--- src/uart_line_pkg.sv ---
`default_nettype none

package uart_line_pkg;

   // Frame is fixed 8N1
   localparam int data_bits = 8;
   localparam int cpb_width = 16;

   localparam logic [cpb_width-1:0] cpb_default = 16'd217;  // 25 MHz clock, 115200 baud

   // Line levels
   localparam logic line_idle = 1'b1;
   localparam logic start_bit = 1'b0;
   localparam logic stop_bit  = 1'b1;

   typedef enum logic [1:0] {
      tx_idle,
      tx_start,
      tx_data,
      tx_stop
   } tx_state_e;

   typedef enum logic [1:0] {
      rx_idle,
      rx_start,
      rx_data,
      rx_stop
   } rx_state_e;

endpackage

`default_nettype wire

--- src/uart_reg_pkg.sv ---
`default_nettype none

package uart_reg_pkg;

   localparam int bus_width = 32;

   // Register map, four address bits
   typedef enum logic [3:0] {
      reg_dr              = 4'd0,  // Write sends, read peeks FIFO head
      reg_ctrl            = 4'd1,
      reg_rstat           = 4'd2,
      reg_tstat           = 4'd3,
      reg_cpb             = 4'd4,
      reg_queue           = 4'd5,  // Read pops FIFO head
      reg_char_count      = 4'd7,
      reg_fifo_wr_count   = 4'd8,
      reg_fifo_full_count = 4'd9,
      reg_scratch0        = 4'd12,
      reg_scratch1        = 4'd13,
      reg_scratch2        = 4'd14,
      reg_scratch3        = 4'd15
   } reg_addr_e;

   // Control register bits
   localparam int ctrl_rx_en = 0;
   localparam int ctrl_tx_en = 1;

   // RSTAT bits
   localparam int stat_rxne      = 0;
   localparam int stat_break     = 1;
   localparam int stat_full      = 2;
   localparam int stat_level_lsb = 4;

   // TSTAT bits
   localparam int stat_tc = 0;

   // Receive FIFO of 16 entries, level field is 5 bits wide
   localparam int fifo_depth_log2 = 4;

endpackage

`default_nettype wire

--- src/rx_fifo.sv ---
`timescale 1ns/1ns
`default_nettype none

module rx_fifo
#(
   parameter int depth_log2 = 4
)
(
   input  logic                  clk,
   input  logic                  reset,
   input  logic                  wr,
   input  logic [7:0]            w_data,
   input  logic                  rd,
   output logic [7:0]            r_data,
   output logic                  empty,
   output logic                  full,
   output logic [depth_log2:0]   level
);

   localparam int depth = 1 << depth_log2;

   logic [7:0]            mem [depth];
   logic [depth_log2-1:0] w_ptr;
   logic [depth_log2-1:0] r_ptr;
   logic                  do_wr;
   logic                  do_rd;

   assign empty  = (level == '0);
   assign full   = (level == (depth_log2 + 1)'(depth));
   assign do_wr  = wr && !full;    // Overflow is dropped here
   assign do_rd  = rd && !empty;
   assign r_data = mem[r_ptr];     // Head word, visible before the pop

   always_ff @(posedge clk)
   begin
      if (do_wr)
         mem[w_ptr] <= w_data;
   end

   always_ff @(posedge clk)
   begin
      if (reset)
      begin
         w_ptr <= '0;
         r_ptr <= '0;
         level <= '0;
      end
      else
      begin
         if (do_wr)
            w_ptr <= w_ptr + 1'b1;  // Pointers wrap naturally
         if (do_rd)
            r_ptr <= r_ptr + 1'b1;
         case ({do_wr, do_rd})
            2'b10:   level <= level + 1'b1;
            2'b01:   level <= level - 1'b1;
            default: level <= level;
         endcase
      end
   end

   a_level_bound: assert property (@(posedge clk) disable iff (reset)
      level <= (depth_log2 + 1)'(depth));

   a_ignored_stable: assert property (@(posedge clk) disable iff (reset)
      ((wr && full && !rd) || (rd && empty && !wr)) |=> $stable(level));

endmodule

`default_nettype wire

--- src/uart.sv ---
`timescale 1ns/1ns
`default_nettype none

module uart
(
   input  logic                               clk,
   input  logic                               reset,
   input  logic                               cs,
   input  logic                               wen,
   input  logic [3:0]                         addr,
   input  logic [uart_reg_pkg::bus_width-1:0] din,
   output logic [uart_reg_pkg::bus_width-1:0] dout,
   input  logic                               rxd,
   output logic                               txd
);

   localparam int bw = uart_reg_pkg::bus_width;
   localparam int lw = uart_reg_pkg::fifo_depth_log2 + 1;

   uart_reg_pkg::reg_addr_e reg_sel;

   logic                                      bus_wr;
   logic                                      bus_rd;
   logic [1:0]                                ctrl;
   logic [uart_line_pkg::cpb_width-1:0]       cpb;
   logic [bw-1:0]                             scratch [4];
   logic                                      break_flag;

   logic                                      tx_valid;
   logic [uart_line_pkg::data_bits-1:0]       tx_data;
   logic                                      tx_ready;

   logic                                      rx_valid;
   logic [uart_line_pkg::data_bits-1:0]       rx_data;
   logic                                      rx_break;
   logic [31:0]                               char_count;

   logic                                      fifo_rd;
   logic [7:0]                                fifo_head;
   logic                                      fifo_empty;
   logic                                      fifo_full;
   logic [lw-1:0]                             fifo_level;
   logic [31:0]                               fifo_wr_count;
   logic [31:0]                               fifo_full_count;

   logic [bw-1:0]                             rstat;
   logic [bw-1:0]                             tstat;

   assign reg_sel = uart_reg_pkg::reg_addr_e'(addr);
   assign bus_wr  = cs && wen;
   assign bus_rd  = cs && !wen;

   // Byte goes to the transmitter only when TX is enabled
   assign tx_valid = bus_wr && (reg_sel == uart_reg_pkg::reg_dr) &&
                     ctrl[uart_reg_pkg::ctrl_tx_en];
   assign tx_data  = din[uart_line_pkg::data_bits-1:0];
   assign fifo_rd  = bus_rd && (reg_sel == uart_reg_pkg::reg_queue);

   // Control state
   always_ff @(posedge clk)
   begin
      if (reset)
      begin
         ctrl       <= '0;
         cpb        <= uart_line_pkg::cpb_default;
         break_flag <= 1'b0;
      end
      else
      begin
         if (bus_wr && reg_sel == uart_reg_pkg::reg_ctrl)
            ctrl <= din[1:0];
         if (bus_wr && reg_sel == uart_reg_pkg::reg_cpb)
            cpb <= din[uart_line_pkg::cpb_width-1:0];
         if (rx_break)
            break_flag <= 1'b1;  // A new break beats a clear
         else if (bus_wr && reg_sel == uart_reg_pkg::reg_rstat)
            break_flag <= 1'b0;
      end
   end

   // Scratch registers at 12 to 15
   always_ff @(posedge clk)
   begin
      if (bus_wr && addr[3:2] == 2'b11)
         scratch[addr[1:0]] <= din;
   end

   // Every received character lands in exactly one of these
   always_ff @(posedge clk)
   begin
      if (reset)
      begin
         fifo_wr_count   <= '0;
         fifo_full_count <= '0;
      end
      else if (rx_valid)
      begin
         if (fifo_full)
            fifo_full_count <= fifo_full_count + 1'b1;
         else
            fifo_wr_count <= fifo_wr_count + 1'b1;
      end
   end

   always_comb
   begin
      rstat = '0;
      rstat[uart_reg_pkg::stat_rxne]                 = !fifo_empty;
      rstat[uart_reg_pkg::stat_break]                = break_flag;
      rstat[uart_reg_pkg::stat_full]                 = fifo_full;
      rstat[uart_reg_pkg::stat_level_lsb +: lw]      = fifo_level;
      tstat = '0;
      tstat[uart_reg_pkg::stat_tc]                   = tx_ready;
   end

   // Read mux, unmapped addresses give zero
   always_comb
   begin
      case (reg_sel)
         uart_reg_pkg::reg_dr,
         uart_reg_pkg::reg_queue:           dout = bw'(fifo_head);
         uart_reg_pkg::reg_ctrl:            dout = bw'(ctrl);
         uart_reg_pkg::reg_rstat:           dout = rstat;
         uart_reg_pkg::reg_tstat:           dout = tstat;
         uart_reg_pkg::reg_cpb:             dout = bw'(cpb);
         uart_reg_pkg::reg_char_count:      dout = char_count;
         uart_reg_pkg::reg_fifo_wr_count:   dout = fifo_wr_count;
         uart_reg_pkg::reg_fifo_full_count: dout = fifo_full_count;
         uart_reg_pkg::reg_scratch0,
         uart_reg_pkg::reg_scratch1,
         uart_reg_pkg::reg_scratch2,
         uart_reg_pkg::reg_scratch3:        dout = scratch[addr[1:0]];
         default:                           dout = '0;
      endcase
   end

   uart_tx tx_i
   (
      .clk      (clk),
      .reset    (reset),
      .cpb      (cpb),
      .tx_valid (tx_valid),
      .tx_data  (tx_data),
      .tx_ready (tx_ready),
      .txd      (txd)
   );

   uart_rx rx_i
   (
      .clk        (clk),
      .reset      (reset),
      .cpb        (cpb),
      .rx_en      (ctrl[uart_reg_pkg::ctrl_rx_en]),
      .rxd        (rxd),
      .rx_valid   (rx_valid),
      .rx_data    (rx_data),
      .rx_break   (rx_break),
      .char_count (char_count)
   );

   rx_fifo #(.depth_log2(uart_reg_pkg::fifo_depth_log2)) fifo_i
   (
      .clk    (clk),
      .reset  (reset),
      .wr     (rx_valid),
      .w_data (rx_data),
      .rd     (fifo_rd),
      .r_data (fifo_head),
      .empty  (fifo_empty),
      .full   (fifo_full),
      .level  (fifo_level)
   );

   // Receiver count leads the FIFO counters during the rx_valid cycle
   a_counts_agree: assert property (@(posedge clk) disable iff (reset)
      (fifo_wr_count + fifo_full_count + 32'(rx_valid)) == char_count);

endmodule

`default_nettype wire

--- src/uart_rx.sv ---
`timescale 1ns/1ns
`default_nettype none

module uart_rx
(
   input  logic                                 clk,
   input  logic                                 reset,
   input  logic [uart_line_pkg::cpb_width-1:0]  cpb,
   input  logic                                 rx_en,
   input  logic                                 rxd,
   output logic                                 rx_valid,
   output logic [uart_line_pkg::data_bits-1:0]  rx_data,
   output logic                                 rx_break,
   output logic [31:0]                          char_count
);

   uart_line_pkg::rx_state_e state;

   logic rxd_meta;
   logic rxd_sync;
   logic rxd_prev;   // For falling edge detection

   logic [uart_line_pkg::cpb_width-1:0]       bit_cnt;
   logic [$clog2(uart_line_pkg::data_bits)-1:0] bit_idx;
   logic [uart_line_pkg::data_bits-1:0]       shift;
   logic                                       start_edge;
   logic                                       half_done;
   logic                                       bit_done;
   logic                                       sample;
   logic                                       frame_end;

   // Two-flop synchronizer
   always_ff @(posedge clk)
   begin
      if (reset)
      begin
         rxd_meta <= uart_line_pkg::line_idle;
         rxd_sync <= uart_line_pkg::line_idle;
         rxd_prev <= uart_line_pkg::line_idle;
      end
      else
      begin
         rxd_meta <= rxd;
         rxd_sync <= rxd_meta;
         rxd_prev <= rxd_sync;
      end
   end

   // A held-low line gives no new edge, so a long break is seen once
   assign start_edge = (rxd_prev == uart_line_pkg::line_idle) &&
                       (rxd_sync == uart_line_pkg::start_bit);
   assign half_done  = (bit_cnt == {1'b0, cpb[uart_line_pkg::cpb_width-1:1]});
   assign bit_done   = (bit_cnt == cpb - 1'b1);
   assign sample     = rx_en && (state == uart_line_pkg::rx_data) && bit_done;
   assign frame_end  = rx_en && (state == uart_line_pkg::rx_stop) && bit_done;

   always_ff @(posedge clk)
   begin
      if (reset)
      begin
         state      <= uart_line_pkg::rx_idle;
         bit_cnt    <= '0;
         bit_idx    <= '0;
         rx_valid   <= 1'b0;
         rx_break   <= 1'b0;
         char_count <= '0;
      end
      else
      begin
         rx_valid <= 1'b0;  // Single-cycle pulses
         rx_break <= 1'b0;
         bit_cnt  <= bit_cnt + 1'b1;
         if (!rx_en)
            state <= uart_line_pkg::rx_idle;
         else
         begin
            case (state)
               uart_line_pkg::rx_idle:
               begin
                  bit_cnt <= '0;
                  if (start_edge)
                     state <= uart_line_pkg::rx_start;
               end
               uart_line_pkg::rx_start:
               begin
                  if (half_done)
                  begin
                     bit_cnt <= '0;
                     bit_idx <= '0;
                     // Glitch check at mid start bit
                     if (rxd_sync == uart_line_pkg::start_bit)
                        state <= uart_line_pkg::rx_data;
                     else
                        state <= uart_line_pkg::rx_idle;
                  end
               end
               uart_line_pkg::rx_data:
               begin
                  if (bit_done)
                  begin
                     bit_cnt <= '0;
                     if (bit_idx == 3'(uart_line_pkg::data_bits - 1))
                        state <= uart_line_pkg::rx_stop;
                     else
                        bit_idx <= bit_idx + 1'b1;
                  end
               end
               default:
               begin
                  if (bit_done)
                  begin
                     state <= uart_line_pkg::rx_idle;
                     if (rxd_sync == uart_line_pkg::stop_bit)
                     begin
                        rx_valid   <= 1'b1;
                        char_count <= char_count + 1'b1;
                     end
                     else if (shift == '0)
                        rx_break <= 1'b1;   // Framing error with nonzero data is dropped
                  end
               end
            endcase
         end
      end
   end

   // Data path, LSB arrives first
   always_ff @(posedge clk)
   begin
      if (sample)
         shift <= {rxd_sync, shift[uart_line_pkg::data_bits-1:1]};
      if (frame_end && rxd_sync == uart_line_pkg::stop_bit)
         rx_data <= shift;
   end

   a_valid_break_excl: assert property (@(posedge clk) disable iff (reset)
      !(rx_valid && rx_break));

endmodule

`default_nettype wire

--- src/uart_tx.sv ---
`timescale 1ns/1ns
`default_nettype none

module uart_tx
(
   input  logic                                 clk,
   input  logic                                 reset,
   input  logic [uart_line_pkg::cpb_width-1:0]  cpb,
   input  logic                                 tx_valid,
   input  logic [uart_line_pkg::data_bits-1:0]  tx_data,
   output logic                                 tx_ready,
   output logic                                 txd
);

   uart_line_pkg::tx_state_e state;

   logic [uart_line_pkg::cpb_width-1:0]       bit_cnt;
   logic [$clog2(uart_line_pkg::data_bits)-1:0] bit_idx;
   logic [uart_line_pkg::data_bits-1:0]       shift;
   logic                                       bit_done;
   logic                                       accept;
   logic                                       line_bit;

   assign accept   = tx_valid && tx_ready;
   assign bit_done = (bit_cnt == cpb - 1'b1);

   // Level the line should carry for the current state
   always_comb
   begin
      case (state)
         uart_line_pkg::tx_start: line_bit = uart_line_pkg::start_bit;
         uart_line_pkg::tx_data:  line_bit = shift[0];
         uart_line_pkg::tx_stop:  line_bit = uart_line_pkg::stop_bit;
         default:                 line_bit = uart_line_pkg::line_idle;
      endcase
   end

   always_ff @(posedge clk)
   begin
      if (reset)
      begin
         state    <= uart_line_pkg::tx_idle;
         tx_ready <= 1'b1;
         txd      <= uart_line_pkg::line_idle;
         bit_cnt  <= '0;
         bit_idx  <= '0;
      end
      else
      begin
         txd <= line_bit;  // Line lags the state by one cycle
         case (state)
            uart_line_pkg::tx_idle:
            begin
               bit_cnt <= '0;
               bit_idx <= '0;
               if (accept)
               begin
                  state    <= uart_line_pkg::tx_start;
                  tx_ready <= 1'b0;
               end
               else
                  tx_ready <= 1'b1;  // Rises one cycle after the stop bit state ends
            end
            uart_line_pkg::tx_start:
            begin
               bit_cnt <= bit_done ? '0 : bit_cnt + 1'b1;
               if (bit_done)
                  state <= uart_line_pkg::tx_data;
            end
            uart_line_pkg::tx_data:
            begin
               bit_cnt <= bit_done ? '0 : bit_cnt + 1'b1;
               if (bit_done)
               begin
                  if (bit_idx == 3'(uart_line_pkg::data_bits - 1))
                     state <= uart_line_pkg::tx_stop;
                  else
                     bit_idx <= bit_idx + 1'b1;
               end
            end
            default:
            begin
               bit_cnt <= bit_done ? '0 : bit_cnt + 1'b1;
               if (bit_done)
                  state <= uart_line_pkg::tx_idle;
            end
         endcase
      end
   end

   // Data shifter, LSB goes out first
   always_ff @(posedge clk)
   begin
      if (accept)
         shift <= tx_data;
      else if (state == uart_line_pkg::tx_data && bit_done)
         shift <= shift >> 1;
   end

   // A busy transmitter must never offer ready
   a_ready_only_idle: assert property (@(posedge clk) disable iff (reset)
      (state != uart_line_pkg::tx_idle) |-> !tx_ready);

endmodule

`default_nettype wire
--- config.mk ---
export PLATFORM = sky130hd
export DESIGN_NAME = uart
export DESIGN_NICKNAME = d
export VERILOG_FILES = /design/src/uart_line_pkg.sv /design/src/uart_reg_pkg.sv /design/src/rx_fifo.sv /design/src/uart.sv /design/src/uart_rx.sv /design/src/uart_tx.sv
export SDC_FILE = /design/constraint.sdc
export NUM_CORES = 1
export LEC_CHECK = 0
export ABC_AREA = 1
export BUFFER_PORTS_ARGS = -buffer_cell sky130_fd_sc_hd__clkbuf_2
export CAP_MARGIN = 5
export CORE_ASPECT_RATIO = 1.1
export CORE_MARGIN = 3
export CORE_UTILIZATION = 55
export CTS_CLUSTER_DIAMETER = 150
export DETAILED_ROUTE_END_ITERATION = 10
export GPL_TIMING_DRIVEN = 0
export HOLD_SLACK_MARGIN = 0.08
export PLACE_DENSITY_LB_ADDON = 0.1
export SYNTH_ARGS = -nofsm -noshare
export SYNTH_HDL_FRONTEND = slang
export SYNTH_HIERARCHICAL = 1
export SYNTH_SLANG_ARGS = --single-unit
--- constraint.sdc ---
create_clock -name clk -period 7.85 [get_ports clk]
set_input_delay 1.9625 -clock clk [delete_from_list [all_inputs] [get_ports clk]]
set_output_delay 1.9625 -clock clk [all_outputs]
set_load 0.01 [all_outputs]
* Yosys cells after proc, flatten, opt, wreduce, memory -nomap -nowiden
Memory sizes are Yosys's and may differ from the RTL's. A register that Yosys moved wholly into a read port is not among the register bits.
Cells that the tools add are included.
** Cells by class
- $add $sub $neg :: 12
- Equal/unequal tests :: 36
- Mux-type cells :: 40
- Bitwise gates (word level) :: 5
- Reductions and logical operators :: 48
** Operators by type and width (count)
- 32-bit case mux with 9 select lines :: 1
- 32-bit by 1-bit adder with 32-bit output (second input constant) :: 3
- 16-bit two-way mux :: 3
- 16-bit case mux with 3 select lines :: 1
- 16-bit by 1-bit adder with 16-bit output (second input constant) :: 2
- 16-bit == test :: 2
- 4-bit == test (second input constant) :: 6
- 2-bit two-way mux :: 11
- 1-bit logical AND :: 19
- 16-bit by 15-bit == test with 1-bit output :: 1
- 8-bit two-way mux :: 2
- 16-bit by 1-bit subtractor with 16-bit output (second input constant) :: 1
- 3-bit two-way mux :: 5
- 5-bit AND reduction :: 3
- 2-bit by 1-bit inequality test with 1-bit output (second input constant) :: 7
- 4-bit by 3-bit == test with 1-bit output (second input constant) :: 3
- 2-bit case mux with 3 select lines :: 2
- 3-bit case mux with 2 select lines :: 2
- 2-bit nonzero test :: 6
- 2-bit == test (second input constant) :: 5
- 5-bit case mux with 2 select lines :: 1
- 1-bit two-way mux :: 9
- 4-bit by 1-bit adder with 4-bit output (second input constant) :: 2
- 4-bit by 2-bit == test with 1-bit output (second input constant) :: 2
- 25 further kinds :: 42
** Word-level totals
- Register bits after elaboration :: 201
- RAM bits :: 256
- Input bits :: 41
- Output and inout port bits :: 33
- Logic and storage cells :: 168
- Memories :: 2
** Memory list
- fifo_i.mem :: words 16, bits a word 8, rd ports 1, clocked after memory_dff 1, write ports 1, line rx_fifo.sv:22 : logic [7:0] mem [depth];
- scratch :: words 4, bits a word 32, rd ports 1, clocked after memory_dff 0, write ports 1, line uart.sv:26 : logic [bw-1:0] scratch [4];

* Longest topological paths before layout
Gate-level depths: netlist of run 1.
- Word-level depth :: 6
- Mapped depth :: 18
- Depth with buffers taken out :: 18

* By module
Netlist of run 1, hierarchy kept.
** Modules (own cells, without submodules)
- uart :: instances 1, cells each 1127, area an instance 9666.8 um2, sequential area each 5505.3 um2
- rx_fifo :: instances 1, cells each 478, area an instance 6127.1 um2, sequential area each 4184.0 um2
- uart_rx :: instances 1, cells each 683, area an instance 4733.3 um2, sequential area each 1641.6 um2
- uart_tx :: instances 1, cells each 326, area an instance 2158.3 um2, sequential area each 700.7 um2

* Least setup slack after synthesis of run 1
No wires, ideal clock.
- Path type :: in2out
- Start point :: input addr[1]
- End point :: output dout[22] in the netlist's numbering
- Data arrival time :: 2934 ps
- Required time :: 5887 ps
- Setup slack :: 2954 ps
- Stages on the path :: 9
- Path buffers :: 2
- Cell sequence :: buf_2 nor2_4 nand2_2 inv_2 buf_2 nand2_1 o21ai_0 a21oi_1 nand2_1
** On the way
- Longest elaborated chain between the ends :: 3
- Elaborated cells on any way between the ends :: 17
** Ends and longest elaborated chain
- start, declared :: line uart.sv:10 : input logic [3:0] addr,
- 4-bit == test (tied with other cells) :: line uart.sv:119 : case (reg_sel)
- 4-bit OR reduction or 2-bit OR reduction (tied branches) :: line uart.sv:119
- 32-bit case mux with 9 select lines * :: line uart.sv:119
- end, declared :: line uart.sv:12 : output logic [uart_reg_pkg::bus_width-1:0] dout,
Mark *: on every way between the ends. The rest lies on a longest branch, timed or not.

* Final worst setup path of run 1
- Start point :: input addr[0]
- End point :: output dout[4] in the netlist's numbering
Same word-level chain as after synthesis.

==> impl_results.md, run 1 <==
* Count of fill cells added during filler insertion at 3443
* Count of input and output buffers at 72
* Asr flop ratio synth at 0%
* Total wirelength of the detailed-routed design at 62.7 mm
* Post-CTS setup-driven buffer insertion count at 0
* Average cell area after synthesis at 8.68 µm²
* Number of enable-type register cells in the synthesized netlist at 280
* Met2 track utilization from global routing at 46.1%
* HP Class: flop to flop
* Clock Pin Slew Worst Setup and Hold Paths at 0.06 ns
* Critical path startpoint category: input port
* Highest fanout seen on the critical path at 10
* Setup TNS at 0 ns
* Total of max-cap violations at 0
* Overall die width at 200 µm
* Data arrival, critical path at 3.76 ns
* Half-perimeter wire length of the detailed placement result at 46.2 mm
* TritonCTS Buffers at 48
* Actual transition at the worst max-transition pin at 1.11 ns
* Static leakage at 9.70 nW
* Number of nets in the final layout at 2807
* Antenna violations before repair at 1
* Max Buffers Root-to-Sink at 3
* Fmax at 175 MHz
* CTS tree: done
* Share of Yosys cell area claimed by the top area cell type at 37.1%
* Busiest metal layer after global routing: met2
* Number of vias after detailed routing at 18900
* Final Slew Violations at 0
* Finish-stage setup viols at 0
* Critical path required time at 5.89 ns
* Post-synthesis instance total at 2614
* Number of DRC markers after the initial detailed-route iteration at 1549
* Starting Density at 56.1%
* Relative slew margins at 25.5%
* PD cells at 199 nW/µm²
* Skew-Pair Late Insertion Delay at 0.60 ns
* Antenna Diode Count at 0
* Number of DRC violations after detailed routing at 0
* Global route total overflow at 0
* Placement Rows at 77
* Ranking of synthesized cells by area: sky130_fd_sc_hd__edfxtp_1, sky130_fd_sc_hd__dfxtp_1, sky130_fd_sc_hd__nand2_1
* Synthesis-to-finish area growth at 11.7%
* IR Drop Worst-Case VDD at 0.000175 V
* Cell taking the most area after synthesis: sky130_fd_sc_hd__edfxtp_1
* Met3 Use GR at 4.38%
* Number of top-level pins at 74
* Placement-stage cell area at 23800 µm²
* Outcome: completed
* Type of the worst setup path: input port to primary output
* Setup repair after global routing missed its margin: false
* Count of nets left with antenna violations after detail routing at 0
* Share of cells above drive strength 1 at 10.7%
* Yosys warnings at 6
* Worst hold slack after final layout at 0.406 ns
* Most used flip-flop cell after synthesis: sky130_fd_sc_hd__edfxtp_1
* Routability-driven placement congestion ratio at 0.984
* DIE HEIGHT at 219 µm
* Final hold vios at 0
* Seq/Total Area, Yosys at 53.0%
* Share of the clock period used by the worst path after layout at 72.9%
* Clock skew after layout at 0.0194 ns
* Level count of the clock H-tree at 2
* Number of optimization iterations in the first detailed-route pass at 6
* Routing usage on met1 at 39.2%
* Cell Area, Synth at 22700 µm²
* Global-route wire length before repair at 97.5 mm
* Die area at 43700 µm²
* Via count normalized by instance count at 5.73
* Count of instances resized after the clock tree is built at 0
* Number of global-route vias before repair at 17800
* Clock sinks at 461
* Pin count of the biggest net entering global routing at 29
* Number of storage elements in the synthesis netlist at 461
* Setup WS pre-CTS at 2.19 ns
* Net Count, Synth at 2677
* Overall routing resource usage at 28.7%
* Core Footprint at 40500 µm²
* Post-cts hold buffer count at 0
* Clock root buffer: sky130_fd_sc_hd__clkbuf_16
* Final critical-path required period at 5.72 ns
* Count of cell types in the netlist at 51
* Post-Layout Inst Area at 25300 µm²
* Crit. End Element: primary output
* Routed len/inst at 19.0 µm
* Post-layout util at 62.6%
* Final worst-path setup slack at 2.13 ns
-- cells by family (layout without fill, tap and decap cells) --
| group | after synthesis | in the layout | synth area share [%] |
|---|---|---|---|
| simple gates | 1265 | 1265 | 25.0 |
| flops | 461 | 461 | 53.0 |
| buf+inv | 385 | 555 | 6.94 |
| compound gates | 366 | 366 | 9.09 |
| xor+xnor | 76 | 76 | 2.93 |
| mux | 39 | 39 | 1.76 |
| fa+ha+maj | 22 | 22 | 1.21 |
-- area by class of cell --
type	instances	area [µm²]	area share, %
buffer	80	425	1.68
clock buffer	60	1270	5.00
clock inverter	30	235	0.928
inverter	305	1150	4.54
multi-input combinational	1768	9100	35.9
sequential	461	12000	47.5
tap	513	642	2.53
timing repair buffer	80	487	1.92
-- flip-flops by register name, indices dropped and copies added (netlist names), 4 cells and up, named ones only --
register	count
rx_i/char_count	32
fifo_i/level	5
scratch	128
rx_i/rx_data	8
fifo_i/mem	128
tx_i/shift	8
fifo_i/w_ptr	4
cpb	16
fifo_wr_count	32
rx_i/shift	8
rx_i/bit_cnt	16
fifo_i/r_ptr	4
tx_i/bit_cnt	16
fifo_full_count	32
-- critical path: stages --
cell and delay (ns):
sky130_fd_sc_hd__clkbuf_2 0.16, sky130_fd_sc_hd__nor2_4 0.26, sky130_fd_sc_hd__clkbuf_1 0.54, sky130_fd_sc_hd__nand2_1 0.11
sky130_fd_sc_hd__nand4_1 0.17, sky130_fd_sc_hd__nand2_1 0.16, sky130_fd_sc_hd__nand4_1 0.22, sky130_fd_sc_hd__clkbuf_2 0.17
-- power breakdown --
group          total [W]  internal, W  switching [W]
clock network    0.00220      0.00122       0.000975
logic           0.000262    0.0000802       0.000182
registers        0.00259      0.00257      0.0000169
total            0.00505      0.00387        0.00117
-- per-layer routing --
metal  up-vias  wire [µm]
met3       153       4570
li1       9094          -
met1      8865      26900
met4         2       2580
met5         -         13
met2       792      28700
-- final timing paths --
path	depth (start not counted)	end	startpoint	slack (ns)
setup / recovery	8	dout[4]	addr[0]	2.13
hold / removal	1	rx_i/rxd_sync	rx_i/rxd_meta	0.41
setup reg to reg	10	rx_i/shift[1]	cpb[0]	4.49
hold reg to reg	1	rx_i/rxd_sync	rx_i/rxd_meta	0.41
-- Yosys cell counts (all sizes together) (3+ instances only) --
master,count
nand2,639
inv,303
nor2,289
edfxtp,280
dfxtp,181
a21oi,155
nand3,138
o21ai,115
nand4,99
nor3,54
xor2,52
buf,44
o211ai,40
clkbuf,36
a22oi,34
mux2i,32
xnor2,24
ha,22
nor3b,14
nor4,14
o22ai,12
mux2,7
or2,7
nand3b,5
a211oi,3
and2,3
and3,3
o21bai,3
-- cells in the final DEF, fill, tap and decap left out, drive strengths merged --
cell type  instances
mux2               7
a21oi            155
and2               3
nor3              54
a211oi             3
nor4              14
inv              306
o31ai              2
and3               3
nor2             289
xnor2             24
mux2i             32
buf               52
o22ai             12
ha                22
dfxtp            181
a22oi             34
clkinv            24
or2                7
clkinvlp           3
clkbuf           168
nand3b             5
o211ai            40
xor2              52
nor3b             14
a31oi              2
nand3            138
nand2            639
o21bai             3
bufinv             2
o21ai            115
nand4             99
edfxtp           280
-- through the flow --
step / power [W] / cells
6_report: 0.00505 / 3297
2_1_floorplan: 0.00280 / 2614
5_1_grt: 0.00522 / 3297
4_1_cts: 0.00509 / 3297
3_3_place_gp: 0.00289 / 3199
3_5_place_dp: 0.00290 / 3207
(Power assumes the default switching activity.)
==> run 2, diff against run 1 <==
ABC_AREA = 0   (was 1)
clock period = 5.4 ns   (was 7.85 ns; I/O delays follow)
==> impl_results.md, run 2 <==
* Outcome: completed (unchanged)
* Share of Yosys cell area claimed by the top area cell type at 39.2% (was 37.1%)
* Cell Area, Synth at 21500 µm² (was 22700 µm²)
* Clock Pin Slew Worst Setup and Hold Paths at 0.06 ns (about the same)
* Actual transition at the worst max-transition pin at 1.41 ns (was 1.11 ns)
* Count of cell types in the netlist at 92 (was 51)
* Final hold vios at 0 (unchanged)
* Setup WS pre-CTS at 0.375 ns (was 2.19 ns)
* Number of global-route vias before repair at 14500 (was 17800)
* Critical path startpoint category: input port (unchanged)
* Level count of the clock H-tree at 2 (unchanged)
* Count of instances resized after the clock tree is built at 0 (unchanged)
* Placement Rows at 75 (was 77)
* Share of the clock period used by the worst path after layout at 95.5%
* CTS tree: done (unchanged)
* Final critical-path required period at 5.15 ns
* Post-CTS setup-driven buffer insertion count at 0 (unchanged)
* Global-route wire length before repair at 85.0 mm (was 97.5 mm)
* Ranking of synthesized cells by area: sky130_fd_sc_hd__edfxtp_1, sky130_fd_sc_hd__dfxtp_1, sky130_fd_sc_hd__mux4_2 (was sky130_fd_sc_hd__edfxtp_1, sky130_fd_sc_hd__dfxtp_1, sky130_fd_sc_hd__nand2_1)
* Total of max-cap violations at 0 (unchanged)
* Core Footprint at 38400 µm² (was 40500 µm²)
* Final worst-path setup slack at 0.246 ns (was 2.13 ns)
* Number of DRC markers after the initial detailed-route iteration at 1681 (was 1549)
* PD cells at 298 nW/µm² (was 199 nW/µm²)
* Starting Density at 55.9% (was 56.1%)
* Synthesis-to-finish area growth at 12.4% (was 11.7%)
* Setup repair after global routing missed its margin: false (unchanged)
* Most instantiated library cell after synthesis: sky130_fd_sc_hd__edfxtp_1 (was sky130_fd_sc_hd__nand2_1)
* TritonCTS Buffers at 47 (was 48)
* Routed len/inst at 23.0 µm (was 19.0 µm)
* Share of cell area taken by muxes after synthesis at 10.5% (was 1.76%)
* Crit. End Element: primary output (unchanged)
* Antenna violations before repair at 0 (was 1)
* Number of optimization iterations in the first detailed-route pass at 9 (was 6)
* Net Count, Synth at 1799 (was 2677)
* HP Class: flop to flop (unchanged)
* Clock root buffer: sky130_fd_sc_hd__clkbuf_16 (unchanged)
* Skew-Pair Late Insertion Delay at 0.58 ns (was 0.60 ns)
* Fraction of the mapped netlist area in adder cells at 1.28% (was 1.21%)
* Post-synthesis instance total at 1736 (was 2614)
* Yosys warnings at 6 (unchanged)
* Number of top-level pins at 74 (unchanged)
* Critical path required time at 4.05 ns (was 5.89 ns)
* IR Drop Worst-Case VDD at 0.000279 V (was 0.000175 V)
* Worst hold slack after final layout at 0.418 ns (was 0.406 ns)
* DIE HEIGHT at 213 µm (was 219 µm)
* Most frequent cells after synthesis: sky130_fd_sc_hd__edfxtp_1, sky130_fd_sc_hd__dfxtp_1, sky130_fd_sc_hd__nand2_1, sky130_fd_sc_hd__nor2_1, sky130_fd_sc_hd__nand3_1 (was sky130_fd_sc_hd__nand2_1, sky130_fd_sc_hd__edfxtp_1, sky130_fd_sc_hd__inv_1, sky130_fd_sc_hd__nor2_1, sky130_fd_sc_hd__dfxtp_1)
* Share of cells above drive strength 1 at 15.1% (was 10.7%)
* Type of the worst setup path: input port to primary output (unchanged)
* Number of DRC violations after detailed routing at 0 (unchanged)
* Number of storage elements in the synthesis netlist at 461 (unchanged)
* Total wirelength of the detailed-routed design at 55.2 mm (was 62.7 mm)
* Clock sinks at 461 (unchanged)
* Most frequent standard cell in the layout excluding fill and tap cells: sky130_fd_sc_hd__edfxtp_1 (was sky130_fd_sc_hd__nand2_1)
* Count of nets left with antenna violations after detail routing at 0 (unchanged)
* Clock skew after layout at 0.0143 ns (was 0.0194 ns)
* Static leakage at 8.27 nW (was 9.70 nW)
* Asr flop ratio synth at 0% (unchanged)
* Data arrival, critical path at 3.80 ns (was 3.76 ns)
* Half-perimeter wire length of the detailed placement result at 39.8 mm (was 46.2 mm)
* Most used cells in the layout excluding fill and tap cells: sky130_fd_sc_hd__edfxtp_1, sky130_fd_sc_hd__dfxtp_1, sky130_fd_sc_hd__nand2_1, sky130_fd_sc_hd__nor2_1 (was sky130_fd_sc_hd__nand2_1, sky130_fd_sc_hd__inv_1, sky130_fd_sc_hd__edfxtp_1, sky130_fd_sc_hd__nor2_1, sky130_fd_sc_hd__dfxtp_1)
* Routability-driven placement congestion ratio at 0.948 (was 0.984)
* Die area at 41400 µm² (was 43700 µm²)
* Max Buffers Root-to-Sink at 3 (unchanged)
* Overall die width at 194 µm (was 200 µm)
* Overall routing resource usage at 26.6% (was 28.7%)
* Setup TNS at 0 ns (unchanged)
* Highest fanout seen on the critical path at 10 (unchanged)
* Cell taking the most area after synthesis: sky130_fd_sc_hd__edfxtp_1 (unchanged)
* Simple-gate portion of the synthesized area at 16.7% (was 25.0%)
* Number of vias after detailed routing at 15100 (was 18900)
* XOR/XNOR Fraction of Synth Area at 4.57% (was 2.93%)
* Count of input and output buffers at 71 (was 72)
* Most used flip-flop cell after synthesis: sky130_fd_sc_hd__edfxtp_1 (unchanged)
* Post-cts hold buffer count at 0 (unchanged)
* Combinational family with the most area after synthesis: simple AND/OR/NAND/NOR gates (unchanged)
* Number of nets in the final layout at 1928 (was 2807)
* Fmax at 194 MHz
* Final Slew Violations at 0 (unchanged)
* Global route total overflow at 0 (unchanged)
* Via count normalized by instance count at 6.27 (was 5.73)
* Number of enable-type register cells in the synthesized netlist at 280 (unchanged)
* Antenna Diode Count at 0 (unchanged)
* Finish-stage setup viols at 0 (unchanged)
* Relative slew margins at 4.86% (was 25.5%)
* Average cell area after synthesis at 12.4 µm² (was 8.68 µm²)
* Synth Area in Compound Gates at 7.65% (was 9.09%)
* Pin count of the biggest net entering global routing at 21 (was 29)
* Seq/Total Area, Yosys at 56.0% (was 53.0%)
run 2: cell types whose count changed after synthesis, sizes merged, moves of 30 or more:
cell	previous run	this run
nand2	639	134
inv	303	32
nor2	289	124
o21ai	115	16
a21oi	155	66
mux4	0	72
nand3	138	78
nand4	99	51
nor2b	0	37
or4	0	33
o211ai	40	8
clkbuf	36	67
mux2	7	38
and3	3	33
run 2: final timing paths:
| kind | start | endpoint | slack, ns | cells past startpoint |
|---|---|---|---|---|
| max | addr[2] | dout[6] | 0.25 | 7 |
| min | rx_i/rxd_meta | rx_i/rxd_sync | 0.42 | 1 |
| max reg2reg | cpb[0] | rx_i/shift[0] | 1.00 | 10 |
| min reg2reg | rx_i/rxd_meta | rx_i/rxd_sync | 0.42 | 1 |
run 2: logic make-up after synthesis:
| group | count (synthesis) |
|---|---|
| AOI/OAI and AO/OA | 223 |
| buffers and inverters | 141 |
| xor gates and xnor gates | 110 |
| muxes | 121 |
| DFF | 461 |
| adders and majority gates | 22 |
| and+or+nand+nor | 658 |
run 2: final cells by class:
type	count	area (µm²)
multi-input cells	1134	8780
plain buffers	108	572
well taps	500	626
inverters	33	125
flip-flops and latches	461	12000
clock buffers	67	1330
clock inverters	20	169
repair buffers	80	494
fillers	2983	14300
run 2: worst max-delay path: stages:
cell and delay (ns):
sky130_fd_sc_hd__clkbuf_2 0.09, sky130_fd_sc_hd__clkbuf_1 0.21, sky130_fd_sc_hd__nor4b_1 0.93, sky130_fd_sc_hd__clkbuf_1 0.48
sky130_fd_sc_hd__a222oi_1 0.30, sky130_fd_sc_hd__nand3_1 0.27, sky130_fd_sc_hd__clkbuf_2 0.16
run 2: layer usage:
layer	vias to the layer above	wire length (µm)	global-route usage, %
li1	6935	-	-
met1	7448	23600	37.2
met2	577	25900	43.0
met3	104	3810	3.47
met4	0	1980	10.3
met5	-	0	0
run 2: per-stage QoR:
| stage | utilization (%) | power, W | instance area [µm²] | cells |
|---|---|---|---|---|
| 6_report | 62.9 | 0.00720 | 24100 | 2403 |
| 5_1_grt | 62.9 | 0.00743 | 24100 | 2403 |
| 4_1_cts | 62.8 | 0.00727 | 24100 | 2403 |
| 3_5_place_dp | 58.9 | 0.00410 | 22600 | 2316 |
| 3_3_place_gp | 58.5 | 0.00409 | 22500 | 2307 |
| 2_1_floorplan | - | 0.00398 | 21500 | 1736 |
run 2: power breakdown:
part           switching [W]  total, W  leakage [nW]  internal, W
clock                0.00132   0.00317         0.726      0.00186
sequential         0.0000156   0.00374          3.99      0.00373
combinational       0.000182  0.000279          3.55    0.0000973
